## config.mk

```make
export PLATFORM = sky130hd
export DESIGN_NAME = execute_ctl
export DESIGN_NICKNAME = d
export VERILOG_FILES = /design/src/design/exe_ctl_pkg.sv /design/src/design/rv_isa_pkg.sv /design/src/design/exe_ctl_regs.sv /design/src/design/exe_decoder.sv /design/src/design/execute_ctl.sv
export VERILOG_INCLUDE_DIRS = /design/src /design/src/design
export SDC_FILE = /design/constraint.sdc
export NUM_CORES = 1
export LEC_CHECK = 0
export ABC_AREA = 1
export BUFFER_PORTS_ARGS = -buffer_cell sky130_fd_sc_hd__buf_2
export CORE_UTILIZATION = 45
export DETAILED_ROUTE_END_ITERATION = 8
export GPL_ROUTABILITY_DRIVEN = 0
export PLACE_DENSITY = 0.72
export SLEW_MARGIN = 20
export SYNTH_ARGS = -nofsm -noshare
export SYNTH_HDL_FRONTEND = slang
export SYNTH_SLANG_ARGS = --single-unit
```

## constraint.sdc

```tcl
create_clock -name clk -period 5.4 [get_ports clk]
set_input_delay 1.62 -clock clk [delete_from_list [all_inputs] [get_ports clk]]
set_output_delay 1.62 -clock clk [all_outputs]
set_load 0.01 [all_outputs]
```

## src/design/exe_ctl_params.svh

```systemverilog
`ifndef EXE_CTL_PARAMS_SVH
`define EXE_CTL_PARAMS_SVH

// Datapath and instruction width
`define XLEN 32

// ALU select width
`define ALU_SEL_W 4

// APB register port
`define APB_ADDR_W 4

// Saturating illegal-instruction counter
`define ILL_COUNT_W 16

// Register byte offsets
`define REG_CTRL      4'h0
`define REG_STATUS    4'h4
`define REG_ILL_COUNT 4'h8
`define REG_ILL_INSTR 4'hC

`endif

```

## src/design/exe_ctl_pkg.sv

```systemverilog
`include "exe_ctl_params.svh"

package exe_ctl_pkg;

    // Encodings follow the existing ALU
    typedef enum logic [`ALU_SEL_W-1:0] {
        ALU_AND    = 4'b0000,
        ALU_OR     = 4'b0001,
        ALU_XOR    = 4'b0010,
        ALU_ADD    = 4'b0011,
        ALU_SUB    = 4'b0100,
        ALU_PASS_B = 4'b0110,
        ALU_SLL    = 4'b0111,
        ALU_SRL    = 4'b1000,
        ALU_SRA    = 4'b1010,
        ALU_SLTU   = 4'b1011,
        ALU_SLT    = 4'b1100
    } alu_op_e;

    // Execute-stage control word
    typedef struct packed {
        logic    a_sel;
        logic    b_sel;
        logic    pc_sel;
        logic    sign;
        logic    br_un;
        alu_op_e alu_sel;
    } exe_ctl_t;

    typedef struct packed {
        logic                   psel;
        logic                   penable;
        logic                   pwrite;
        logic [`APB_ADDR_W-1:0] paddr;
        logic [`XLEN-1:0]       pwdata;
    } apb_req_t;

    typedef struct packed {
        logic [`XLEN-1:0] prdata;
        logic             pready;
        logic             pslverr;
    } apb_rsp_t;

    // Register map
    typedef enum logic [`APB_ADDR_W-1:0] {
        ADDR_CTRL      = `REG_CTRL,
        ADDR_STATUS    = `REG_STATUS,
        ADDR_ILL_COUNT = `REG_ILL_COUNT,
        ADDR_ILL_INSTR = `REG_ILL_INSTR
    } reg_addr_e;

    // Reset value and pipeline bubble
    localparam exe_ctl_t CTL_BUBBLE = '{
        a_sel:   1'b0,
        b_sel:   1'b1,
        pc_sel:  1'b0,
        sign:    1'b0,
        br_un:   1'b0,
        alu_sel: ALU_PASS_B
    };

endpackage

```

## src/design/rv_isa_pkg.sv

```systemverilog
package rv_isa_pkg;

    // Major opcodes, bits 6:0
    typedef enum logic [6:0] {
        OPC_LUI      = 7'b0110111,
        OPC_AUIPC    = 7'b0010111,
        OPC_JAL      = 7'b1101111,
        OPC_JALR     = 7'b1100111,
        OPC_BRANCH   = 7'b1100011,
        OPC_LOAD     = 7'b0000011,
        OPC_STORE    = 7'b0100011,
        OPC_OP_IMM   = 7'b0010011,
        OPC_OP       = 7'b0110011,
        OPC_MISC_MEM = 7'b0001111,
        OPC_SYSTEM   = 7'b1110011
    } opcode_e;

    // ALU group, shared by OP and OP-IMM
    typedef enum logic [2:0] {
        F3_ADD  = 3'b000,
        F3_SLL  = 3'b001,
        F3_SLT  = 3'b010,
        F3_SLTU = 3'b011,
        F3_XOR  = 3'b100,
        F3_SR   = 3'b101,
        F3_OR   = 3'b110,
        F3_AND  = 3'b111
    } funct3_e;

    typedef enum logic [2:0] {
        F3_BEQ  = 3'b000,
        F3_BNE  = 3'b001,
        F3_BLT  = 3'b100,
        F3_BGE  = 3'b101,
        F3_BLTU = 3'b110,
        F3_BGEU = 3'b111
    } br_funct3_e;

    typedef enum logic [2:0] {
        F3_LB  = 3'b000,
        F3_LH  = 3'b001,
        F3_LW  = 3'b010,
        F3_LBU = 3'b100,
        F3_LHU = 3'b101
    } ld_funct3_e;

    typedef enum logic [2:0] {
        F3_SB = 3'b000,
        F3_SH = 3'b001,
        F3_SW = 3'b010
    } st_funct3_e;

    // Alternate encoding selects SUB and SRA
    typedef enum logic [6:0] {
        F7_BASE = 7'b0000000,
        F7_ALT  = 7'b0100000
    } funct7_e;

    typedef struct packed {
        logic [6:0] funct7;
        logic [4:0] rs2;
        logic [4:0] rs1;
        logic [2:0] funct3;
        logic [4:0] rd;
        opcode_e    opcode;
    } r_view_t;

    typedef struct packed {
        logic [11:0] imm12;
        logic [4:0]  rs1;
        logic [2:0]  funct3;
        logic [4:0]  rd;
        opcode_e     opcode;
    } i_view_t;

    typedef union packed {
        r_view_t r_view;
        i_view_t i_view;
    } instr_u;

endpackage

```

## src/design/exe_ctl_regs.sv

```systemverilog
`timescale 1ns/1ps

`include "exe_ctl_params.svh"

module exe_ctl_regs (
    input  logic                  clk,
    input  logic                  rst,
    input  exe_ctl_pkg::apb_req_t apb_req,
    input  logic                  ill_event,
    input  rv_isa_pkg::instr_u    ill_word,
    output exe_ctl_pkg::apb_rsp_t apb_rsp,
    output logic                  halted
);
    import rv_isa_pkg::*;
    import exe_ctl_pkg::*;

    logic                    halt_on_ill;
    logic [`ILL_COUNT_W-1:0] ill_count;
    instr_u                  ill_instr;
    logic                    access;
    logic                    wr_en;
    logic                    wr_ctrl;
    logic                    wr_status;
    logic                    wr_count;
    logic                    addr_hit;
    logic [`XLEN-1:0]        rd_data;

    // Transfer completes in the access phase, no wait states
    assign access = apb_req.psel & apb_req.penable;
    assign wr_en  = access & apb_req.pwrite;

    assign wr_ctrl   = wr_en && (apb_req.paddr == ADDR_CTRL);
    assign wr_status = wr_en && (apb_req.paddr == ADDR_STATUS);
    assign wr_count  = wr_en && (apb_req.paddr == ADDR_ILL_COUNT);

    always_comb begin
        addr_hit = 1'b1;
        rd_data  = '0;
        case (apb_req.paddr)
            ADDR_CTRL:      rd_data[0] = halt_on_ill;
            ADDR_STATUS:    rd_data[0] = halted;
            ADDR_ILL_COUNT: rd_data[`ILL_COUNT_W-1:0] = ill_count;
            ADDR_ILL_INSTR: rd_data = ill_instr;
            default:        addr_hit = 1'b0;
        endcase
    end

    assign apb_rsp.prdata  = rd_data;
    assign apb_rsp.pready  = 1'b1;
    assign apb_rsp.pslverr = access & ~addr_hit;

    always_ff @(posedge clk or posedge rst) begin
        if (rst) begin
            halt_on_ill <= 1'b0;
            halted      <= 1'b0;
            ill_count   <= '0;
            ill_instr   <= '0;
        end else begin
            if (wr_ctrl) begin
                halt_on_ill <= apb_req.pwdata[0];
            end

            // Set wins over the write-one-to-clear
            if (ill_event && halt_on_ill) begin
                halted <= 1'b1;
            end else if (wr_status && apb_req.pwdata[0]) begin
                halted <= 1'b0;
            end

            if (wr_count) begin
                ill_count <= ill_event ? `ILL_COUNT_W'(1) : '0;
            end else if (ill_event && (ill_count != '1)) begin
                ill_count <= ill_count + 1'b1;
            end

            if (ill_event) begin
                ill_instr <= ill_word;
            end
        end
    end

endmodule

```

## src/design/exe_decoder.sv

```systemverilog
`timescale 1ns/1ps

module exe_decoder (
    input  logic                  clk,
    input  logic                  rst,
    input  logic                  instr_valid,
    input  rv_isa_pkg::instr_u    instruction,
    input  logic                  br_eq,
    input  logic                  br_lt,
    input  logic                  halted,
    output exe_ctl_pkg::exe_ctl_t ctl,
    output rv_isa_pkg::instr_u    instr_exe,
    output logic                  exe_valid,
    output logic                  ill_event,
    output rv_isa_pkg::instr_u    ill_word
);
    import rv_isa_pkg::*;
    import exe_ctl_pkg::*;

    exe_ctl_t dec_ctl;
    logic     dec_legal;
    logic     f7_base;
    logic     f7_alt;
    logic     imm_alt;
    logic     issue;

    // Shared ALU mapping for OP and OP-IMM
    function automatic alu_op_e alu_for_funct3(logic [2:0] f3, logic alt);
        alu_op_e op;
        case (f3)
            F3_ADD:  op = alt ? ALU_SUB : ALU_ADD;
            F3_SLL:  op = ALU_SLL;
            F3_SLT:  op = ALU_SLT;
            F3_SLTU: op = ALU_SLTU;
            F3_XOR:  op = ALU_XOR;
            F3_SR:   op = alt ? ALU_SRA : ALU_SRL;
            F3_OR:   op = ALU_OR;
            default: op = ALU_AND;
        endcase
        return op;
    endfunction

    assign f7_base = (instruction.r_view.funct7 == F7_BASE);
    assign f7_alt  = (instruction.r_view.funct7 == F7_ALT);

    // In OP-IMM the upper bits only matter for right shifts
    assign imm_alt = f7_alt && (instruction.i_view.funct3 == F3_SR);

    always_comb begin
        dec_ctl   = CTL_BUBBLE;
        dec_legal = 1'b1;
        case (instruction.r_view.opcode)
            OPC_LUI: begin
                dec_ctl.alu_sel = ALU_PASS_B;
            end
            OPC_AUIPC: begin
                dec_ctl.a_sel   = 1'b1;
                dec_ctl.alu_sel = ALU_ADD;
            end
            OPC_JAL: begin
                dec_ctl.a_sel   = 1'b1;
                dec_ctl.alu_sel = ALU_ADD;
                dec_ctl.sign    = 1'b1;
                dec_ctl.pc_sel  = 1'b1;
            end
            OPC_JALR: begin
                dec_ctl.alu_sel = ALU_ADD;
                dec_ctl.sign    = 1'b1;
                dec_ctl.pc_sel  = 1'b1;
                dec_legal       = (instruction.i_view.funct3 == 3'b000);
            end
            OPC_BRANCH: begin
                dec_ctl.b_sel   = 1'b0;
                dec_ctl.alu_sel = ALU_ADD;
                // Comparator flags resolve the branch here
                case (instruction.r_view.funct3)
                    F3_BEQ:  dec_ctl.pc_sel = br_eq;
                    F3_BNE:  dec_ctl.pc_sel = ~br_eq;
                    F3_BLT:  dec_ctl.pc_sel = br_lt;
                    F3_BGE:  dec_ctl.pc_sel = ~br_lt;
                    F3_BLTU: begin
                        dec_ctl.br_un  = 1'b1;
                        dec_ctl.pc_sel = br_lt;
                    end
                    F3_BGEU: begin
                        dec_ctl.br_un  = 1'b1;
                        dec_ctl.pc_sel = ~br_lt;
                    end
                    default: dec_legal = 1'b0;
                endcase
            end
            OPC_LOAD: begin
                dec_ctl.alu_sel = ALU_ADD;
                dec_ctl.sign    = 1'b1;
                case (instruction.i_view.funct3)
                    F3_LB, F3_LH, F3_LW: ;
                    F3_LBU, F3_LHU:      dec_ctl.sign = 1'b0;
                    default:             dec_legal = 1'b0;
                endcase
            end
            OPC_STORE: begin
                dec_ctl.alu_sel = ALU_ADD;
                dec_ctl.sign    = 1'b1;
                case (instruction.r_view.funct3)
                    F3_SB, F3_SH, F3_SW: ;
                    default:             dec_legal = 1'b0;
                endcase
            end
            OPC_OP_IMM: begin
                dec_ctl.alu_sel = alu_for_funct3(instruction.i_view.funct3, imm_alt);
                case (instruction.i_view.funct3)
                    F3_ADD, F3_XOR, F3_OR, F3_AND: dec_ctl.sign = 1'b1;
                    F3_SLL:  dec_legal = f7_base;
                    F3_SR:   dec_legal = f7_base | f7_alt;
                    default: ;
                endcase
            end
            OPC_OP: begin
                dec_ctl.b_sel   = 1'b0;
                dec_ctl.alu_sel = alu_for_funct3(instruction.r_view.funct3, f7_alt);
                // Only ADD/SUB and SRL/SRA take the alternate funct7
                case (instruction.r_view.funct3)
                    F3_ADD, F3_SR: dec_legal = f7_base | f7_alt;
                    default:       dec_legal = f7_base;
                endcase
            end
            // FENCE, SYSTEM and unused opcodes
            default: dec_legal = 1'b0;
        endcase
    end

    assign issue     = instr_valid & ~halted & dec_legal;
    assign ill_event = instr_valid & ~halted & ~dec_legal;
    assign ill_word  = instruction;

    always_ff @(posedge clk or posedge rst) begin
        if (rst) begin
            ctl       <= CTL_BUBBLE;
            exe_valid <= 1'b0;
            instr_exe <= '0;
        end else begin
            exe_valid <= issue;
            ctl       <= issue ? dec_ctl : CTL_BUBBLE;
            if (instr_valid) begin
                instr_exe <= instruction;
            end
        end
    end

endmodule

```

## src/design/execute_ctl.sv

```systemverilog
`timescale 1ns/1ps

module execute_ctl (
    input  logic                  clk,
    input  logic                  rst,
    input  logic                  instr_valid,
    input  rv_isa_pkg::instr_u    instruction,
    input  logic                  br_eq,
    input  logic                  br_lt,
    output exe_ctl_pkg::exe_ctl_t ctl,
    output rv_isa_pkg::instr_u    instr_exe,
    output logic                  exe_valid,
    input  exe_ctl_pkg::apb_req_t apb_req,
    output exe_ctl_pkg::apb_rsp_t apb_rsp
);
    import rv_isa_pkg::*;

    logic   halted;
    logic   ill_event;
    instr_u ill_word;

    // Decode and branch resolution, one cycle of latency
    exe_decoder u_decoder (
        .clk         (clk),
        .rst         (rst),
        .instr_valid (instr_valid),
        .instruction (instruction),
        .br_eq       (br_eq),
        .br_lt       (br_lt),
        .halted      (halted),
        .ctl         (ctl),
        .instr_exe   (instr_exe),
        .exe_valid   (exe_valid),
        .ill_event   (ill_event),
        .ill_word    (ill_word)
    );

    // Illegal-instruction status over APB
    exe_ctl_regs u_regs (
        .clk       (clk),
        .rst       (rst),
        .apb_req   (apb_req),
        .ill_event (ill_event),
        .ill_word  (ill_word),
        .apb_rsp   (apb_rsp),
        .halted    (halted)
    );

endmodule

```

# Word level (Yosys, flattened, before mapping)
# Index checks and enable logic that the tools add are counted.
# word_totals
reg_bits	92
latch_bits	0
ram_bits	0
romBits	0
in_bits	76
output_inout_bits	76
word_cells	106
mem_count	0
# op_classes
addsub	1
multipliers	0
div_mod_pow	0
magnitude_cmp	0
n_eq_ne	21
shifts	0
mux	32
bitwise	12
n_reduce_logical	28
# ops
op	count
$pmux W4 S7	2
$mux W16	3
$pmux W15 S2	1
$eq A7 B6 Y1 const B	4
$eq A7 B7 Y1 const B	3
$add A16 B1 Y16 const B	1
$ne A16 B16 Y1 const B	1
$reduce_or A2 Y1	8
$eq A7 B5 Y1 const B	2
$mux W1	14
$eq A3 B3 Y1 const B	4
$pmux W4 S3	1
$reduce_or A6 Y1	2
$mux W9	1
$reduce_or A3 Y1	3
$eq A4 B4 Y1 const B	2
$pmux W1 S4	2
$reduce_or A4 Y1	2
$eq A7 B2 Y1 const B	1
$logic_and A1 B1 Y1	7
$logic_not A7 Y1	1
$pmux W1 S7	1
$and A1 B1 Y1	6
$eq A3 B2 Y1 const B	2
other kinds (12)	20

# Logic depth before layout (Yosys ltp)
# Gate-level depths: netlist of run 1.
# logic_depth
ltp_word	9
depth_mapped	13
ltp_nobuf	13

# By module
# A second synthesis of run 1 with hierarchy kept.
# hier_totals
cells_unflattened	656
area_unflattened_um2	4996.0
# by_module_without_submodules
module	instances	cells_per_inst	area_each_um2	seq_area_each_um2
exe_ctl_regs	1	367	2756.4	1251.2
exe_decoder	1	289	2239.6	1054.8

# Least setup slack after synthesis of run 1
# No wires, ideal clock.
# synth_timing
kind	input-to-output
from	input apb_req[33] in the netlist's numbering
to	output apb_rsp[12] in the netlist's numbering
arrival_time_ps	2504
t_required_ps	3780
setup_slack_ps	1276
stages	4
path_buffers	1
path_cell_list	nor2_1 > nand3_1 > clkbuf_1 > o21ai_0
# synth_lines
item	line	text
from (decl)	execute_ctl.sv:13	input exe_ctl_pkg::apb_req_t apb_req,
to (decl)	execute_ctl.sv:14	output exe_ctl_pkg::apb_rsp_t apb_rsp

==> results of run 1 <==
[worst paths after layout]
| kind | startpoint | endpoint | slack, ns | depth (start not counted) |
|---|---|---|---|---|
| hold reg to reg | u_regs.ill_instr[5] | u_regs.ill_instr[5] | 0.49 | 2 |
| max in group asynchronous | rst | u_decoder.instr_exe[0] | 2.95 | 3 |
| setup reg to reg | u_regs.ill_count[0] | u_regs.ill_count[6] | 2.81 | 9 |
| min in group asynchronous | rst | u_decoder.ctl[4] | 1.36 | 2 |
| setup / recovery | apb_req[33] | apb_rsp[15] | 0.72 | 6 |
| hold / removal | u_regs.ill_instr[5] | u_regs.ill_instr[5] | 0.49 | 2 |
[kinds of logic (layout without fill, tap and decap cells)]
logic type	after synthesis	in the layout	share of synthesized area [%]
and+or+nand+nor	244	244	23.6
other	1	1	0.0812
muxes	24	24	5.86
DFF	92	92	50.0
AOI/OAI and AO/OA	73	73	8.46
xor gates and xnor gates	14	14	2.66
adders and majority gates	1	1	0.271
buffers and inverters	101	215	9.14
[layout make-up]
cell class | instances | area, sq um | area share, %
tap | 133 | 166 | 3.03
timing repair buffer | 122 | 618 | 11.2
clock inverter | 7 | 105 | 1.91
inverter | 77 | 290 | 5.28
multi-input combinational | 357 | 1890 | 34.3
clock buffer | 9 | 124 | 2.25
sequential | 92 | 2310 | 41.9
[through the flow]
step | utilization, % | cells
finish | 55.7 | 797
global route | 55.7 | 797
CTS | 55.7 | 797
detailed placement | 53.4 | 781
global placement | 53.4 | 781
floorplan | - | 550
[Yosys cell counts, types with 4 or more instances]
cell type / n
nand4_1: 21
o22ai_1: 12
nand3_1: 43
nand2_1: 102
a21oi_1: 11
xor2_1: 14
nor2_1: 60
o21ai_0: 41
buf_1: 4
inv_1: 72
nor3_1: 10
mux2_2: 24
o21ai_1: 5
clkbuf_1: 11
buf_4: 5
dfrtp_1: 89
inv_2: 5
[flip-flops by register name (all words and copies together) (netlist names)]
register / count
u_regs.ill_instr: 32
u_decoder.instr_exe: 32
u_decoder.exe_valid: 1
u_decoder.ctl: 9
u_regs.halt_on_ill: 1
u_regs.ill_count: 16
u_regs.halted: 1
[worst reg2reg max path, cell delays in order (launching register included)]
cell     delay, ns
dfrtp_1       0.47
ha_1          0.22
nand3_1       0.18
inv_1         0.15
nand4_1       0.12
nor2_1        0.10
nand3_1       0.48
nand4_2       0.58
nand3_1       0.13
nand2_1       0.11
[report_power, final]
group / internal [W] / switching, W / leakage, nW
Combinational: 0.000159 / 0.000280 / 1.58
Sequential: 0.000848 / 0.0000750 / 1.13
Clock: 0.000268 / 0.000261 / 0.112
Total: 0.00127 / 0.000616 / 2.82
[metal layers]
metal | global-route usage [%] | vias up | wire length (microns) | share of wire, %
met3 | 3.23 | 27 | 611 | 5.4
met4 | 12.9 | 0 | 412 | 3.6
li1 | - | 2010 | - | -
met2 | 34.6 | 151 | 5410 | 48
met5 | 0 | - | 0 | 0
met1 | 30.2 | 1961 | 4900 | 43
==> results.py, run 1 <==
metrics = {
    "status": {
        "status": "finished, final reports clean",
    },
    "yosys": {
        "synth_top_area_share_pct": 48.3,
        "synth_area_leaders": "dfrtp_1, nand2_1, inv_1",
        "synth_edf_count": 0,
        "ys_seq_elements": 92,
        "syn_area_sq_um": 4620,
        "syn_nets": 627,
        "async_flop_share_pct": 100,
        "ys_warn_count": 0,
        "synth_ff_type": "dfrtp_1",
        "synth_seq_area_share_pct": 50.0,
        "post_synth_inst_count": 550,
        "avgSynthCellArea_sq_um": 8.39,
        "synth_top_area_cell": "dfrtp_1",
        "synth_cell_types": 33,
    },
    "setup_path": {
        "crit_fanout": 24,
        "crit_path_frequent_cell": "buf_2",
        "path_class": "in -> out",
        "max_stage_delay_ns": 0.34,
        "crit_family": "buffers and inverters",
        "cp-end-kind": "output port",
        "start_kind": "input pin",
        "worstPathRequired_ns": 3.78,
        "worstPathCellList": "buf_2 -> nor2_1 -> nand3_1 -> buf_4 -> o21ai_0 -> buf_2",
        "cp.arrival_ns": 3.06,
        "crit_buf_inv": 3,
        "crit_path_top_delay_cell": "nand3_1",
    },
    "timing": {
        "post-route-min-period_ns": 4.68,
        "setup_tns_ns": 0,
        "finalMaxSlewViolations": 0,
        "setup-violations-final": 0,
        "worst_slack_ns": 0.720,
        "tightest_slew_ns": 1.00,
        "timing.hold.ws_ns": 0.490,
        "hold_violations": 0,
        "fin_skew_ns": 0.00970,
        "fmax_mhz": 214,
        "relSlewSlack_pct": 33.1,
        "grt_setup_unrepaired": "false",
        "post-route-period-util_pct": 86.7,
    },
    "drt": {
        "routed_wl_mm": 11.3,
        "drcViolationCount": 0,
        "viasPerCell": 5.21,
        "drtPass1Iterations": 5,
        "wire_per_inst_microns": 14.2,
        "vias": 4149,
        "drtAntennaViolNets": 0,
        "drtIter0Drc": 257,
    },
    "clock_tree": {
        "htreeDepth": 3,
        "cts_buffers": 9,
        "cts.sinks": 92,
        "clk_pin_slew_ns": 0.09,
        "cts_buffer_depth": 2,
        "cts_tree": "done",
        "ctsResizeCount": 0,
        "insertion_delay_ns": 0.37,
        "cts_setup_buffers": 0,
        "ctsHoldBuffers": 0,
        "cts_root_buf": "clkbuf_8",
    },
    "floorplanning": {
        "rows": 36,
        "die_h_microns": 103,
        "start_util_pct": 46.8,
        "core_sq_um": 9860,
        "fp.dieW_microns": 103,
        "ioPinCount": 152,
        "design.die.area_sq_um": 10700,
    },
    "cells_and_area": {
        "design_area_sq_um": 5500,
        "drive_above_1_share_pct": 26.8,
        "final_cell_mix": "buf_2, nand2_1, dfrtp_1",
        "diodes": 0,
        "n_fill_cell": 908,
        "syn_to_final_growth_pct": 19.1,
        "layout_commonest_cell": "buf_2",
        "fin_nets": 736,
    },
    "placed_design": {
        "dpl.hpwl_mm": 8.06,
        "portBuffers": 119,
        "placed_area_sq_um": 5270,
        "dp_slack_ns": 0.721,
    },
    "min_path": {
        "hold_class": "reg -> reg",
    },
    "power": {
        "vdd_drop_max_uv": 192,
        "fin_total_pwr_w": 0.00189,
        "power_density_nw_per_um2": 344,
        "leakage_nw": 2.82,
    },
    "global_route": {
        "grt_max_degree": 64,
        "grtUsageTotal_pct": 22.3,
        "grt_pass1_vias": 3828,
        "antenna_found_initial": 0,
        "gr-total-overflow": 0,
        "grt_pass1_wl_mm": 18.2,
    },
    "run": {
        "max-cap-violations": 0,
    },
}
(Power assumes the default switching activity.)
==> run 2: changes to the inputs <==
Settings changed: CORE_MARGIN set to 2, PLACE_DENSITY 0.72 to 0.79.
==> results.py, run 2 (synthesis results as in run 1) <==
metrics = {
    "drt": {
        "drcViolationCount": 0,
        "routed_wl_mm": 11.7,
        "vias": 4228,
        "drtIter0Drc": 433,
        "wire_per_inst_microns": 14.7,
        "viasPerCell": 5.30,
        "drtPass1Iterations": 5,
        "drtAntennaViolNets": 0,
    },
    "floorplanning": {
        "design.die.area_sq_um": 11100,
        "rows": 36,
        "die_h_microns": 105,
        "start_util_pct": 46.8,
        "fp.dieW_microns": 105,
        "core_sq_um": 9860,
        "ioPinCount": 152,
    },
    "clock_tree": {
        "clk_pin_slew_ns": 0.10,
        "ctsHoldBuffers": 0,
        "cts_setup_buffers": 0,
        "htreeDepth": 3,
        "cts_buffer_depth": 2,
        "cts_root_buf": "clkbuf_8",
        "cts_buffers": 9,
        "insertion_delay_ns": 0.37,
        "ctsResizeCount": 0,
        "cts_tree": "done",
        "cts.sinks": 92,
    },
    "power": {
        "p_sw_w": 0.000622,
        "p_clk_share_pct": 24.2,
        "vdd_drop_max_uv": 154,
        "leakage_nw": 2.80,
        "power_density_nw_per_um2": 331,
        "p_sw_share_pct": 34.5,
        "seq_power_share_pct": 51.2,
        "p_comb_share_pct": 24.6,
        "intPower_w": 0.00118,
    },
    "global_route": {
        "grt_pass1_wl_mm": 19.1,
        "antenna_found_initial": 0,
        "grt_max_degree": 64,
        "grt_pass1_vias": 3898,
        "gr-total-overflow": 0,
        "grtUsageTotal_pct": 21.5,
    },
    "run": {
        "max-cap-violations": 0,
    },
    "setup_path": {
        "cp.arrival_ns": 3.15,
        "r2r_start": "u_regs.ill_count[0]",
        "crit_family": "buffers and inverters",
        "max_stage_delay_ns": 0.33,
        "reg2reg_slack_ns": 2.78,
        "crit_path_frequent_cell": "buf_2",
        "crit_path_start": "apb_req[33]",
        "reg2reg_to": "u_regs.ill_count[13]",
        "path_class": "in -> out",
        "crit_buf_inv": 3,
        "cp-end-kind": "output port",
        "crit_fanout": 27,
        "rr_worst_depth": 9,
        "worstPathRequired_ns": 3.78,
        "start_kind": "input pin",
        "worstPathCellList": "buf_2 -> nor2_1 -> nand3_1 -> buf_4 -> o21ai_0 -> buf_2",
        "crit_path_top_delay_cell": "o21ai_0",
    },
    "cells_and_area": {
        "layout_commonest_cell": "buf_2",
        "n_fill_cell": 902,
        "diodes": 0,
        "syn_to_final_growth_pct": 18.0,
        "final_cell_mix": "buf_2, nand2_1, dfrtp_1",
        "drive_above_1_share_pct": 26.7,
        "post-route-util_pct": 55.2,
        "reg.largest.list": "u_decoder.instr_exe x32, u_regs.ill_instr x32, u_regs.ill_count x16",
        "fin_nets": 736,
    },
    "timing": {
        "fin_skew_ns": 0.00792,
        "tightest_slew_ns": 1.03,
        "hold_violations": 0,
        "finalMaxSlewViolations": 0,
        "setup-violations-final": 0,
        "post-route-min-period_ns": 4.77,
        "setup_tns_ns": 0,
        "fmax_mhz": 210,
        "grt_setup_unrepaired": "false",
        "post-route-period-util_pct": 88.3,
        "relSlewSlack_pct": 31.0,
    },
    "min_path": {
        "hp-start": "u_regs.ill_instr[2]",
        "hold_class": "reg -> reg",
        "hold_end": "u_regs.ill_instr[2]",
        "holdPathStages": 2,
    },
    "placed_design": {
        "dpl.hpwl_mm": 8.29,
        "portBuffers": 119,
    },
    "status": {
        "status": "finished, final reports clean",
    },
}
[run 2: final cells by class]
cell class,instances,area (sq um),share of cell area (%)
multi-input combinational,357,1890,34.7
clock buffer,10,128,2.34
timing repair buffer,122,618,11.4
clock inverter,6,48.8,0.896
inverter,77,290,5.33
tap,133,166,3.06
sequential,92,2310,42.3
[run 2: worst max path at each step]
stage / end / cells after the start
after floorplan: apb_rsp[12] / 4
after global placement: apb_rsp[15] / 6
after detailed placement: apb_rsp[15] / 6
after CTS: apb_rsp[15] / 6
after global routing: apb_rsp[15] / 6
final: apb_rsp[15] / 6
[run 2: worst min-delay path, delay by kind of cell (launching register included)]
kind            cells  cell delay, ns
compound gates      1            0.06
flops               1            0.35
simple gates        1            0.05
[run 2: metal layers]
metal,track usage [%],vias to the layer above,wire [microns]
met4,9.90,0,394
met3,3.96,31,626
met5,0,-,0
li1,-,1999,-
met1,28.5,2029,5120
met2,34.1,169,5550
[run 2: power by group through the flow]
stage | sequential, W | clock, W | combinational (W)
2_1_floorplan | 0.000928 | 0 | 0.000316
3_3_place_gp | 0.000927 | 0 | 0.000424
3_5_place_dp | 0.000934 | 0 | 0.000440
4_1_cts | 0.000921 | 0.000444 | 0.000444
5_1_grt | 0.000940 | 0.000478 | 0.000510
6_report | 0.000922 | 0.000436 | 0.000443
[run 2: metrics by stage]
stage          setup slack, ns  hold WS, ns  std cells  instance area (sq um)  power [W]
2_1_floorplan             1.28        0.453        550                   4620    0.00124
3_3_place_gp             0.644        0.472        781                   5270    0.00135
3_5_place_dp             0.630        0.474        781                   5270    0.00137
4_1_cts                  0.626        0.499        797                   5450    0.00181
5_1_grt                  0.529        0.519        797                   5450    0.00193
6_report                 0.632        0.496        797                   5450    0.00180
